## src/logic/cpu_pkg.sv

```systemverilog
`default_nettype none

package cpu_pkg;

	localparam int xlen    = 32;	// register and data width
	localparam int pc_w    = 22;	// program counter width
	localparam int reg_aw  = 5;	// register number width
	localparam int imm_w   = 17;	// immediate width
	localparam int ret_reg = 29;	// jr through this one returns via the return register

	// instruction fields
	localparam int op_hi     = 31;
	localparam int op_lo     = 27;
	localparam int pri_lo    = 22;	// primary register, also dst
	localparam int pri_hi    = pri_lo + reg_aw - 1;
	localparam int src_lo    = 17;
	localparam int src_hi    = src_lo + reg_aw - 1;
	localparam int src2_lo   = 12;
	localparam int src2_hi   = src2_lo + reg_aw - 1;
	localparam int alt_lo    = 10;	// act/ld source, rd/cord dst
	localparam int alt_hi    = alt_lo + reg_aw - 1;
	localparam int imm_lo    = 0;
	localparam int imm_hi    = imm_lo + imm_w - 1;
	localparam int label_hi  = pc_w - 1;	// branch/jal label reaches into the src field
	localparam int cond_hi   = 26;
	localparam int cond_lo   = 24;
	// sprite fields overlap the register fields
	localparam int spr_act_hi  = 26;
	localparam int spr_act_lo  = 23;
	localparam int spr_addr_hi = 22;
	localparam int spr_addr_lo = 15;
	localparam int spr_imm_hi  = 14;
	localparam int spr_imm_lo  = 1;
	localparam int spr_use_imm = 0;

	typedef enum logic [4:0] {
		add    = 5'b00000, addi = 5'b00001, sub  = 5'b00010, subi   = 5'b00011,
		lw     = 5'b00100, sw   = 5'b00101, mov  = 5'b00110, movi   = 5'b00111,
		and_op = 5'b01000, or_op = 5'b01001, nor_op = 5'b01010, sll = 5'b01011,
		srl    = 5'b01100, sra  = 5'b01101, br   = 5'b01110,
		jr     = 5'b10000, jal  = 5'b10001, act  = 5'b10010, ld     = 5'b10011,
		rd     = 5'b10100, map  = 5'b10101, cord = 5'b10110, key    = 5'b10111,
		tm     = 5'b11000, halt = 5'b11111
	} opcode_e;

	typedef enum logic [2:0] {
		alu_add, alu_sub, alu_and, alu_or, alu_nor, alu_sll, alu_srl, alu_sra
	} alu_op_e;

	typedef struct packed {
		alu_op_e alu_op;
		logic    use_imm;
		logic    use_dst;	// writeback enable
		logic    upd_neg;
		logic    upd_carry;
		logic    upd_ovf;
		logic    upd_zero;
		logic    mem_re;
		logic    mem_we;
		logic    mem_to_reg;
		logic    sprite_re;
		logic    sprite_we;
		logic    sprite_to_reg;
		logic    use_sprite_mem;
		logic    io_re;	// spart / keyboard read
		logic    is_branch;
		logic    is_jr;
		logic    is_jal;
	} ctrl_t;

	typedef struct packed {
		ctrl_t             ctrl;
		logic [pc_w-1:0]   pc;
		logic [pc_w-1:0]   imm_label;	// execute uses the low imm_w bits
		logic [reg_aw-1:0] dst;
		logic [2:0]        branch_cond;
		logic [7:0]        sprite_addr;
		logic [3:0]        sprite_action;
		logic              sprite_use_imm;
		logic [13:0]       sprite_imm;
		logic              valid;
	} id_ex_t;

endpackage

`default_nettype wire

```

## src/logic/decode_ctrl.sv

```systemverilog
`timescale 1ns/1ps
`default_nettype none

module decode_ctrl
	import cpu_pkg::*;
(
	input  wire logic              clk,
	input  wire logic              rst_n,
	input  wire logic              instr_valid,
	input  wire logic              stall,
	input  wire opcode_e           opcode,
	input  wire logic [reg_aw-1:0] dst,
	output ctrl_t                  ctrl,
	output logic                   is_mov,
	output logic                   is_movi,
	output logic                   is_act_ld,
	output logic                   is_rd_cord,
	output logic                   is_sw,
	output logic                   halted
);

	logic accept;

	assign accept = instr_valid && !stall;

	always_comb begin
		ctrl       = '0;	// alu_add, all strobes off
		is_mov     = 1'b0;
		is_movi    = 1'b0;
		is_act_ld  = 1'b0;
		is_rd_cord = 1'b0;
		is_sw      = 1'b0;
		case (opcode)
			add, addi, sub, subi: begin
				ctrl.alu_op    = (opcode == sub || opcode == subi) ? alu_sub : alu_add;
				ctrl.use_imm   = (opcode == addi || opcode == subi);
				// add to r0 is the nop form, no writeback
				ctrl.use_dst   = (opcode != add) || (dst != '0);
				ctrl.upd_neg   = 1'b1;
				ctrl.upd_carry = 1'b1;
				ctrl.upd_ovf   = 1'b1;
				ctrl.upd_zero  = 1'b1;
			end
			lw: begin
				ctrl.mem_re     = 1'b1;
				ctrl.mem_to_reg = 1'b1;
				ctrl.use_dst    = 1'b1;
			end
			sw: begin
				ctrl.use_imm = 1'b1;	// base + offset
				ctrl.mem_we  = 1'b1;
				is_sw        = 1'b1;
			end
			mov: begin
				ctrl.use_dst = 1'b1;
				is_mov       = 1'b1;	// rs + r0
			end
			movi: begin
				ctrl.use_dst = 1'b1;
				ctrl.use_imm = 1'b1;
				is_movi      = 1'b1;	// behaves as addi from r0
			end
			and_op, or_op, nor_op: begin
				ctrl.alu_op   = (opcode == and_op) ? alu_and :
				                (opcode == or_op)  ? alu_or  : alu_nor;
				ctrl.use_dst  = 1'b1;
				ctrl.upd_zero = 1'b1;
			end
			sll, srl, sra: begin
				ctrl.alu_op   = (opcode == sll) ? alu_sll :
				                (opcode == srl) ? alu_srl : alu_sra;
				ctrl.use_dst  = 1'b1;
				ctrl.use_imm  = 1'b1;	// shift amount
				ctrl.upd_zero = 1'b1;
				ctrl.upd_ovf  = (opcode == sll);	// bits shifted out on the left
			end
			br: begin
				ctrl.use_imm   = 1'b1;
				ctrl.is_branch = 1'b1;
			end
			jr: begin
				ctrl.is_jr     = 1'b1;
				ctrl.is_branch = 1'b1;
			end
			jal: begin
				ctrl.use_imm   = 1'b1;
				ctrl.is_jal    = 1'b1;
				ctrl.is_branch = 1'b1;
			end
			act, ld: begin
				ctrl.sprite_we = 1'b1;
				is_act_ld      = 1'b1;
			end
			rd, cord: begin
				ctrl.sprite_re      = 1'b1;
				ctrl.sprite_to_reg  = 1'b1;
				ctrl.use_sprite_mem = 1'b1;
				is_rd_cord          = 1'b1;
			end
			map, tm: ctrl.sprite_we = 1'b1;
			key:     ctrl.io_re     = 1'b1;
			default: ;	// halt and unused codes decode to nothing
		endcase
	end

	// sticky, only reset clears it
	always_ff @(posedge clk or negedge rst_n) begin
		if (!rst_n)
			halted <= 1'b0;
		else if (accept && opcode == halt)
			halted <= 1'b1;
	end

	a_mem_excl: assert property (@(posedge clk) disable iff (!rst_n)
		!(ctrl.mem_re && ctrl.mem_we));

	a_halt_sticky: assert property (@(posedge clk) disable iff (!rst_n)
		halted |=> halted);

endmodule

`default_nettype wire

```

## src/logic/reg_addr_sel.sv

```systemverilog
`timescale 1ns/1ps
`default_nettype none

module reg_addr_sel
	import cpu_pkg::*;
(
	input  wire logic [xlen-1:0]   instr,
	input  wire logic              is_mov,
	input  wire logic              is_movi,
	input  wire logic              is_act_ld,
	input  wire logic              is_rd_cord,
	input  wire logic              is_jr,
	input  wire logic              is_sw,
	input  wire logic              halt_read,
	input  wire logic              halted,
	input  wire logic [reg_aw-1:0] halt_addr,
	output logic      [reg_aw-1:0] rs_addr,
	output logic      [reg_aw-1:0] rt_addr,
	output logic      [reg_aw-1:0] dst
);

	// debug dump takes the source port over
	assign rs_addr = (halt_read || halted) ? halt_addr :
	                 is_movi               ? '0 :
	                 is_act_ld             ? instr[alt_hi:alt_lo] :
	                 is_jr                 ? instr[pri_hi:pri_lo] :
	                                         instr[src_hi:src_lo];

	assign rt_addr = is_mov ? '0 :
	                 is_sw  ? instr[pri_hi:pri_lo] :	// store data register
	                          instr[src2_hi:src2_lo];

	assign dst = is_rd_cord ? instr[alt_hi:alt_lo] : instr[pri_hi:pri_lo];

endmodule

`default_nettype wire

```

## src/logic/reg_file.sv

```systemverilog
`timescale 1ns/1ps
`default_nettype none

module reg_file
	import cpu_pkg::*;
(
	input  wire logic              clk,
	input  wire logic              rst_n,
	input  wire logic              rd_en,
	input  wire logic [reg_aw-1:0] rs_addr,
	input  wire logic [reg_aw-1:0] rt_addr,
	output logic      [xlen-1:0]   rs_data,
	output logic      [xlen-1:0]   rt_data,
	input  wire logic              wb_we,
	input  wire logic [reg_aw-1:0] wb_addr,
	input  wire logic [xlen-1:0]   wb_data
);

	logic [xlen-1:0] regs [2**reg_aw];	// entry 0 never written

	// read with write-first bypass from writeback
	function automatic logic [xlen-1:0] rd_val(input logic [reg_aw-1:0] addr);
		if (addr == '0)
			return '0;
		else if (wb_we && wb_addr == addr)
			return wb_data;
		else
			return regs[addr];
	endfunction

	always_ff @(posedge clk or negedge rst_n) begin
		if (!rst_n) begin
			for (int i = 0; i < 2**reg_aw; i++)
				regs[i] <= '0;
		end else if (wb_we && wb_addr != '0) begin
			regs[wb_addr] <= wb_data;	// never stalled
		end
	end

	always_ff @(posedge clk or negedge rst_n) begin
		if (!rst_n) begin
			rs_data <= '0;
			rt_data <= '0;
		end else if (rd_en) begin
			rs_data <= rd_val(rs_addr);
			rt_data <= rd_val(rt_addr);
		end
	end

endmodule

`default_nettype wire

```

## src/logic/branch_target.sv

```systemverilog
`timescale 1ns/1ps
`default_nettype none

module branch_target
	import cpu_pkg::*;
(
	input  wire logic              clk,
	input  wire logic              rst_n,
	input  wire logic              jal_take,
	input  wire logic [pc_w-1:0]   next_pc,
	input  wire id_ex_t            ex,
	input  wire logic [reg_aw-1:0] jr_reg,
	input  wire logic [xlen-1:0]   rs_data,
	output logic      [pc_w-1:0]   target
);

	logic [pc_w-1:0] ret_addr;	// link register, kept outside the register file
	logic            jr_ret;

	always_ff @(posedge clk or negedge rst_n) begin
		if (!rst_n)
			ret_addr <= '0;
		else if (jal_take)
			ret_addr <= next_pc;
	end

	assign jr_ret = ex.ctrl.is_jr && (jr_reg == reg_aw'(ret_reg));

	always_comb begin
		if (jr_ret)
			target = ret_addr;	// return from jal
		else if (ex.ctrl.is_jr)
			target = rs_data[pc_w-1:0];
		else
			target = ex.imm_label;	// b / jal label
	end

endmodule

`default_nettype wire

```

## src/logic/id_ex_reg.sv

```systemverilog
`timescale 1ns/1ps
`default_nettype none

module id_ex_reg
	import cpu_pkg::*;
(
	input  wire logic              clk,
	input  wire logic              rst_n,
	input  wire logic              stall,
	input  wire logic              in_valid,
	input  wire id_ex_t            d,
	output id_ex_t                 q,
	output logic      [reg_aw-1:0] jr_reg
);

	id_ex_t q_nxt;

	always_comb begin
		q_nxt       = d;
		q_nxt.valid = in_valid;
		if (!in_valid)
			q_nxt.ctrl = '0;	// a bubble carries no enables into execute
	end

	always_ff @(posedge clk or negedge rst_n) begin
		if (!rst_n) begin
			q      <= '0;
			jr_reg <= '0;
		end else if (!stall) begin
			q      <= q_nxt;
			// jr never takes the alternate dst, so dst is the primary field here
			jr_reg <= d.dst;
		end
	end

	a_hold_on_stall: assert property (@(posedge clk) disable iff (!rst_n)
		stall |=> $stable(q));

endmodule

`default_nettype wire

```

## src/logic/decode_stage.sv

```systemverilog
`timescale 1ns/1ps
`default_nettype none

module decode_stage
	import cpu_pkg::*;
(
	input  wire logic              clk,
	input  wire logic              rst_n,
	input  wire logic [xlen-1:0]   instr,
	input  wire logic              instr_valid,
	input  wire logic [pc_w-1:0]   pc,
	input  wire logic [pc_w-1:0]   next_pc,
	input  wire logic              stall,
	input  wire logic              wb_we,
	input  wire logic [reg_aw-1:0] wb_addr,
	input  wire logic [xlen-1:0]   wb_data,
	input  wire logic              halt_read,
	input  wire logic [reg_aw-1:0] halt_addr,
	output id_ex_t                 ex,
	output logic      [xlen-1:0]   rs_data,
	output logic      [xlen-1:0]   rt_data,
	output logic      [pc_w-1:0]   branch_target,
	output logic                   halted
);

	opcode_e           opcode;
	ctrl_t             ctrl;
	id_ex_t            id;
	logic              is_mov, is_movi, is_act_ld, is_rd_cord, is_sw;
	logic [reg_aw-1:0] rs_addr, rt_addr, dst, jr_reg;
	logic              jal_take, rd_en;

	assign opcode   = opcode_e'(instr[op_hi:op_lo]);
	assign jal_take = instr_valid && !stall && ctrl.is_jal;
	assign rd_en    = !stall || halt_read || halted;	// debug reads ignore stall

	always_comb begin
		id                = '0;
		id.ctrl           = ctrl;
		id.pc             = pc;
		// label is the immediate extended with bits 21:17
		id.imm_label      = {instr[label_hi:imm_hi+1], instr[imm_hi:imm_lo]};
		id.dst            = dst;
		id.branch_cond    = instr[cond_hi:cond_lo];
		id.sprite_addr    = instr[spr_addr_hi:spr_addr_lo];
		id.sprite_action  = instr[spr_act_hi:spr_act_lo];
		id.sprite_use_imm = instr[spr_use_imm];
		id.sprite_imm     = instr[spr_imm_hi:spr_imm_lo];
		id.valid          = instr_valid;
	end

	decode_ctrl u_ctrl (
		.clk, .rst_n, .instr_valid, .stall, .opcode, .dst, .ctrl,
		.is_mov, .is_movi, .is_act_ld, .is_rd_cord, .is_sw, .halted
	);

	reg_addr_sel u_sel (
		.instr, .is_mov, .is_movi, .is_act_ld, .is_rd_cord, .is_jr(ctrl.is_jr),
		.is_sw, .halt_read, .halted, .halt_addr, .rs_addr, .rt_addr, .dst
	);

	reg_file u_rf (
		.clk, .rst_n, .rd_en, .rs_addr, .rt_addr, .rs_data, .rt_data,
		.wb_we, .wb_addr, .wb_data
	);

	id_ex_reg u_id_ex (
		.clk, .rst_n, .stall, .in_valid(instr_valid), .d(id), .q(ex), .jr_reg
	);

	branch_target u_bt (
		.clk, .rst_n, .jal_take, .next_pc, .ex, .jr_reg, .rs_data, .target(branch_target)
	);

endmodule

`default_nettype wire

```

## config.mk

```make
export PLATFORM = sky130hd
export DESIGN_NAME = decode_stage
export DESIGN_NICKNAME = d
export VERILOG_FILES = /design/src/logic/cpu_pkg.sv /design/src/logic/decode_ctrl.sv /design/src/logic/reg_addr_sel.sv /design/src/logic/reg_file.sv /design/src/logic/branch_target.sv /design/src/logic/id_ex_reg.sv /design/src/logic/decode_stage.sv
export SDC_FILE = /design/constraint.sdc
export NUM_CORES = 2
export LEC_CHECK = 0
export ABC_AREA = 1
export BUFFER_PORTS_ARGS = -buffer_cell sky130_fd_sc_hd__clkbuf_2
export CORE_ASPECT_RATIO = 1.5
export CORE_MARGIN = 10
export CORE_UTILIZATION = 44
export DETAILED_ROUTE_END_ITERATION = 7
export GPL_ROUTABILITY_DRIVEN = 1
export HOLD_SLACK_MARGIN = 0.08
export PLACE_DENSITY_LB_ADDON = 0.2
export SLEW_MARGIN = 10
export SYNTH_ARGS = -nofsm -noshare
export SYNTH_HDL_FRONTEND = slang
export SYNTH_SLANG_ARGS = --single-unit
```

## constraint.sdc

```tcl
create_clock -name clk -period 3.01 [get_ports clk]
set_input_delay 0 -clock clk [delete_from_list [all_inputs] [get_ports clk]]
set_output_delay 0 -clock clk [all_outputs]
set_load 0.05 [all_outputs]
```

==> Word level (Yosys, flattened, before mapping) <==
Index checks and enable logic that the tools add are counted.
{ "word_totals": {"input_bits": 124, "out_inout_bits": 187, "register_bits": 1211, "word_cells": 174} }
{ "op_classes": {"magnitude_cmp": 4, "n_reduce_logical": 31, "muxes": 46, "bitwise": 3, "eq_ne": 27} }
{ "op_table": {"columns": ["cell", "count"], "rows": [
  ["1024-bit bitwise mux", 1],
  ["32-bit binary-select mux with 5-bit select", 2],
  ["32-bit 2-to-1 mux", 9],
  ["32-bit demux with 5-bit select", 1],
  ["5-bit equality test (second input constant)", 11],
  ["22-bit 2-to-1 mux", 2],
  ["5-bit by 4-bit equality test with 1-bit output (second input constant)", 7],
  ["5-bit 2-to-1 mux", 7],
  ["5-bit by 3-bit equality test with 1-bit output (second input constant)", 4],
  ["20-bit 2-to-1 mux", 1],
  ["6-bit >= comparator (second input constant)", 3],
  ["5-bit inverter with 6-bit output", 3],
  ["5-bit logical NOT", 3],
  ["5-bit nonzero test", 3],
  ["1-bit 2-to-1 mux", 14],
  ["5-bit by 2-bit equality test with 1-bit output (second input constant)", 2],
  ["5-bit equality test", 2],
  ["10-bit OR reduction", 1],
  ["3-bit 2-to-1 mux", 3],
  ["3-bit one-hot mux with 3 select lines", 1],
  ["3-bit OR reduction", 3],
  ["9-bit OR reduction", 1],
  ["1-bit logical AND", 8],
  ["4-bit OR reduction", 2],
  ["other kinds (8)", 17]
]} }

==> Depth between registers and ports, before layout <==
{ "logic_depth": {"ltp_word": 12, "depth_mapped": 20, "depth_no_buf": 18} }

==> Modules after synthesis <==
Synthesis repeated with hierarchy kept, for this count alone.
{ "hier_totals": {"cells_unflattened": 10302, "hier_area_um2": 67971.4} }
{ "by_module_without_submodules": {"columns": ["module", "instances", "seq_area_each_um2", "cells_per_inst", "area_per_inst_um2"], "rows": [
  ["reg_file", 1, 27226.1, 9514, 61803.0],
  ["id_ex_reg", 1, 2502.4, 429, 3872.5],
  ["branch_target", 1, 550.5, 199, 1502.7],
  ["decode_ctrl", 1, 25.0, 82, 447.9],
  ["reg_addr_sel", 1, 0.0, 73, 322.8],
  ["decode_stage", 1, 0.0, 5, 22.5]
]} }

==> Least setup slack after synthesis <==
OpenSTA, ideal clock, no wires.
{ "synth_path": {"path_type": "reg2reg", "start": "register u_ctrl.halted", "end": "register u_rf.rs_data[26]", "path_buffers": 3, "path_stages_with_launch": 16, "setup_time_ns": 0.066, "slack_ns": 0.644, "required_ns": 2.944, "synth_period_minus_slack_ns": 2.366, "arrival_time_ns": 2.300, "cell_sequence": "dfrtp_1 nor2_1 inv_1 nand2_1 a21boi_1 buf_2 buf_4 buf_2 nand2_1 nand3_1 nand3_1 nor2_1 nand2_1 nand3_1 nand2_1 nand2_1"} }
{ "synth_between": {"elab_chain_len": 8, "word_cells_on_any_way": 12, "classes_between": "1 x eq/ne; 6 x mux; 1 x bitwise; 4 x reduce/logical"} }
{ "synth_lines": {"columns": ["element", "line", "rtl"], "rows": [
  ["from (decl)", "decode_ctrl.sv:19", "output logic halted"],
  ["from (signal assigned)", "decode_ctrl.sv:109", "halted <= 1'b0;"],
  ["from (signal assigned)", "decode_ctrl.sv:111", "halted <= 1'b1;"],
  ["1-bit logical OR", "reg_addr_sel.sv:23", "assign rs_addr = (halt_read || halted) ? halt_addr :"],
  ["5-bit 2-to-1 mux", "reg_addr_sel.sv:23", null],
  ["5-bit inverter with 6-bit output (not written as such)", "reg_file.sv:28", "return regs[addr];"],
  ["32-bit binary-select mux with 5-bit select", "reg_file.sv:28", null],
  ["32-bit 2-to-1 mux (not written as such) (2 in series)", "reg_file.sv:28", null],
  ["32-bit 2-to-1 mux", "reg_file.sv:25", "else if (wb_we && wb_addr == addr)"],
  ["32-bit 2-to-1 mux", "reg_file.sv:23", "if (addr == '0)"],
  ["to (signal assigned)", "reg_file.sv:45", "rs_data <= rd_val(rs_addr);"],
  ["to (decl)", "reg_file.sv:12", "output logic [xlen-1:0] rs_data,"]
]} }
Several ways; a longest one is shown, not always the timed one. The select of a mux whose other input is x is not followed.
A chain may end at the register's enable or synchronous reset.

==> Worst setup path after layout <==
{ "layout_path": {"start": "register u_ctrl.halted", "end": "register u_rf.rs_data[1]"} }
Same word-level chain as after synthesis.

==> run metrics <==
outcome completed; Worst Tran Pin Value 1030 ps; max-slew violations 0; final WL 296 mm; Clock Pin Slew Worst Setup and Hold Paths 70 ps; clk_skew 40.0 ps; combinational share of power 26.3%; Top Ports 311; core region area 144000 sq um; NetSw 18.6 mW; setup TNS 0 ps; first-pass GRT wire length 434 mm; FF/Latch Area 29600 sq um; share of post-route cells with drive strength above 1 10.3%; Die Width 331 um; synth unique cells 37; Setup Viol. Count Final 0; initial DRC count 9176; initial antenna violation count 19; fin area 75900 sq um; CTS sink count 1182; internal power 32.4 mW; Largest register FFs 1024; Area after DPL 68900 sq um; H-tree depth 3; top_reg_cell synth dfrtp_1; ys async rst share 100%; Post-Syn Area 63800 sq um; Critical R2R Capture u_rf.rs_data[1]$_DFFE_PN0P_; vias 68300; DP Wirelength 177 mm; final hold violations 0; Critical R2R Launch u_ctrl.halted$_DFFE_PN0P_; Synth Warn # 0; unrepaired setup endpoints after global routing no; crit start category flip-flop; hold_sp wb_data[22]; Max-Cap Viols 0; Seq/Total Area, Yosys 46.3%; crit path time final 2850 ps; Worst EP required 3700 ps; largest net degree at the start of global routing 117; top area cells in the synthesized netlist dfrtp_1 (46%), nand2_1 (18%), nand3_1 (13%); Layout area overhead 18.9%; CP Class reg2reg; area share of the largest cell type after synthesis 46.3%; clk buf depth 3; GP Congestion 0.928; R2R Setup Slk 160 ps; synthesis-stage register bit count 1182; Layout fillers 13700; Sw Share 36.5%; gr ovfl total 0; share of power burned in registers 42.8%; routed length per instance 26.5 um; worst-path maximum fanout 37; die area 161000 sq um; final net count 9277; Row Count 171; Syn Area/Cell 7.16 sq um; Die Height 487 um; Peak supply drop 0.000497 V; TritonCTS Buffers 117; Root Buffer Master clkbuf_16; drt pass-1 iters 7; area of the multi-input gates 30300 sq um; vias per cell 6.11; I/O Buffers 310; register with the most flip-flops u_rf.regs; Hold EP u_rf.regs[662]$_DFFE_PN0P_; Antenna Nets Post-Route 0; leading cell types by count after synthesis nand2_1 (3006), nand3_1 (1649), dfrtp_1 (1182), o21ai_0 (811), clkbuf_1 (504); Clock power frac 31.0%; largest registers u_rf.regs: 1024 flops, u_id_ex.q: 66 flops; Pleak 35.1 nW; Power Density 672 nW/um^2; arrival time worst endpoint 3550 ps; later-pin clock latency in the skew report 800 ps; Max Clk Rate 351 MHz; # DRC 0; crit end category flip-flop; Starting Density 44.2%; class of the tightest hold or removal check in2reg; final worst-path cycle share 94.8%; post-synth top area cell dfrtp_1; R2R depth 16; GRT Util Overall 35.8%; worst hold path cell count 4; vias in the first global route 64700; CTS tree built; Slew headroom 31.3%; most frequent cell after synthesis nand2_1; synthesized net count 9036; Post-Synthesis Cells 8912; number of synthesized flops with an enable pin 0
## stage by stage
step	setup WS [ps]	util, %	power, mW	cells	hold slack [ps]
2_1_floorplan	644	-	29.4	8912	-296
3_3_place_gp	81.9	47.7	34.4	10700	27.3
3_5_place_dp	32.5	47.7	34.7	10700	29.8
4_1_cts	13.3	52.5	50.7	11100	82.3
5_1_grt	28.6	52.6	53.4	11200	126
6_report	157	52.6	51.1	11200	112
## layout by cell type (no fill, tap or decap), types with 217 or more instances in the layout
master / count
clkbuf_2: 287
inv_1: 217
a21oi_1: 438
dlygate4sd3_1: 277
nand3_1: 1643
o21ai_0: 811
nand2_1: 2989
buf_4: 223
dfrtp_1: 1182
nor2_1: 451
## power groups by stage
stage                     registers [mW]  logic, mW  clock network (mW)
final                               21.8       13.4                15.8
after global routing                22.1       14.7                16.6
after CTS                           21.7       13.1                15.9
after detailed placement            21.9       12.7                   0
after global placement              21.9       12.5                   0
after floorplan                     21.8       7.57                   0
## critical path, cell delays in order (launching register included)
cell      delay (ps)
dfrtp_1          410
nor2_2           200
nand2_2          120
nor2_1           200
a21boi_4          90
buf_12           150
buf_4            150
inv_8            150
buf_12           290
nand3_1          120
nand3_1          150
nand3_1          120
nand2_1          110
nand3_1           90
nand2_1          170
buf_12           150
nand2_1           50
## how the worst max path moves through the flow
stage / cells after the start / endpoint / start / slack [ps]
after floorplan: 15 / u_rf.rs_data[26]$_DFFE_PN0P_ / u_ctrl.halted$_DFFE_PN0P_ / 640
after global placement: 13 / u_rf.rs_data[23]$_DFFE_PN0P_ / u_ctrl.halted$_DFFE_PN0P_ / 80
after detailed placement: 13 / u_rf.rs_data[6]$_DFFE_PN0P_ / u_ctrl.halted$_DFFE_PN0P_ / 30
after CTS: 7 / branch_target[18] / u_id_ex.q[81]$_DFFE_PN0N_ / 10
after global routing: 16 / u_rf.rs_data[1]$_DFFE_PN0P_ / u_ctrl.halted$_DFFE_PN0P_ / 30
final: 16 / u_rf.rs_data[1]$_DFFE_PN0P_ / u_ctrl.halted$_DFFE_PN0P_ / 160
## kinds of logic (layout without fill, tap and decap cells)
logic type / count (synthesis) / after routing / share of synthesized area, %
AND/OR/NAND/NOR: 5188 / 5188 / 34.1
AO/OA/AOI/OAI: 1459 / 1459 / 12.3
flip-flops: 1182 / 1182 / 46.3
buffers and inverters: 1059 / 1398 / 6.88
multiplexers: 22 / 22 / 0.388
XOR/XNOR: 2 / 2 / 0.0274
other: 0 / 11 / 0
## layer usage
layer	vias to the layer above	share of wire (%)	GRT usage, %
met3	1138	11	8.22
met4	18	8.8	26.9
li1	29900	-	-
met1	32500	36	43.9
met5	-	0.047	0
met2	4721	44	54.5
## layout make-up
cell class	count	share of cell area, %
multi-input cells	6671	39.9
flip-flops and latches	1182	39.0
repair buffers	923	11.3
clock buffers	165	4.52
well taps	1903	3.14
inverters	258	1.31
clock inverters	52	0.837
diodes	11	0.0363
## repair_timing
| action | 4_1_cts | 5_1_grt |
|---|---|---|
| setup buffers | 0 | 5 |
| setup endpoints to repair | 1 | 34 |
| cloned | 0 | 1 |
| gates resized for setup | 1 | 13 |
| hold buffers | 278 | 0 |
| endpoints found under the hold margin | 1920 | 0 |
Power figures use the tool's default switching activity.
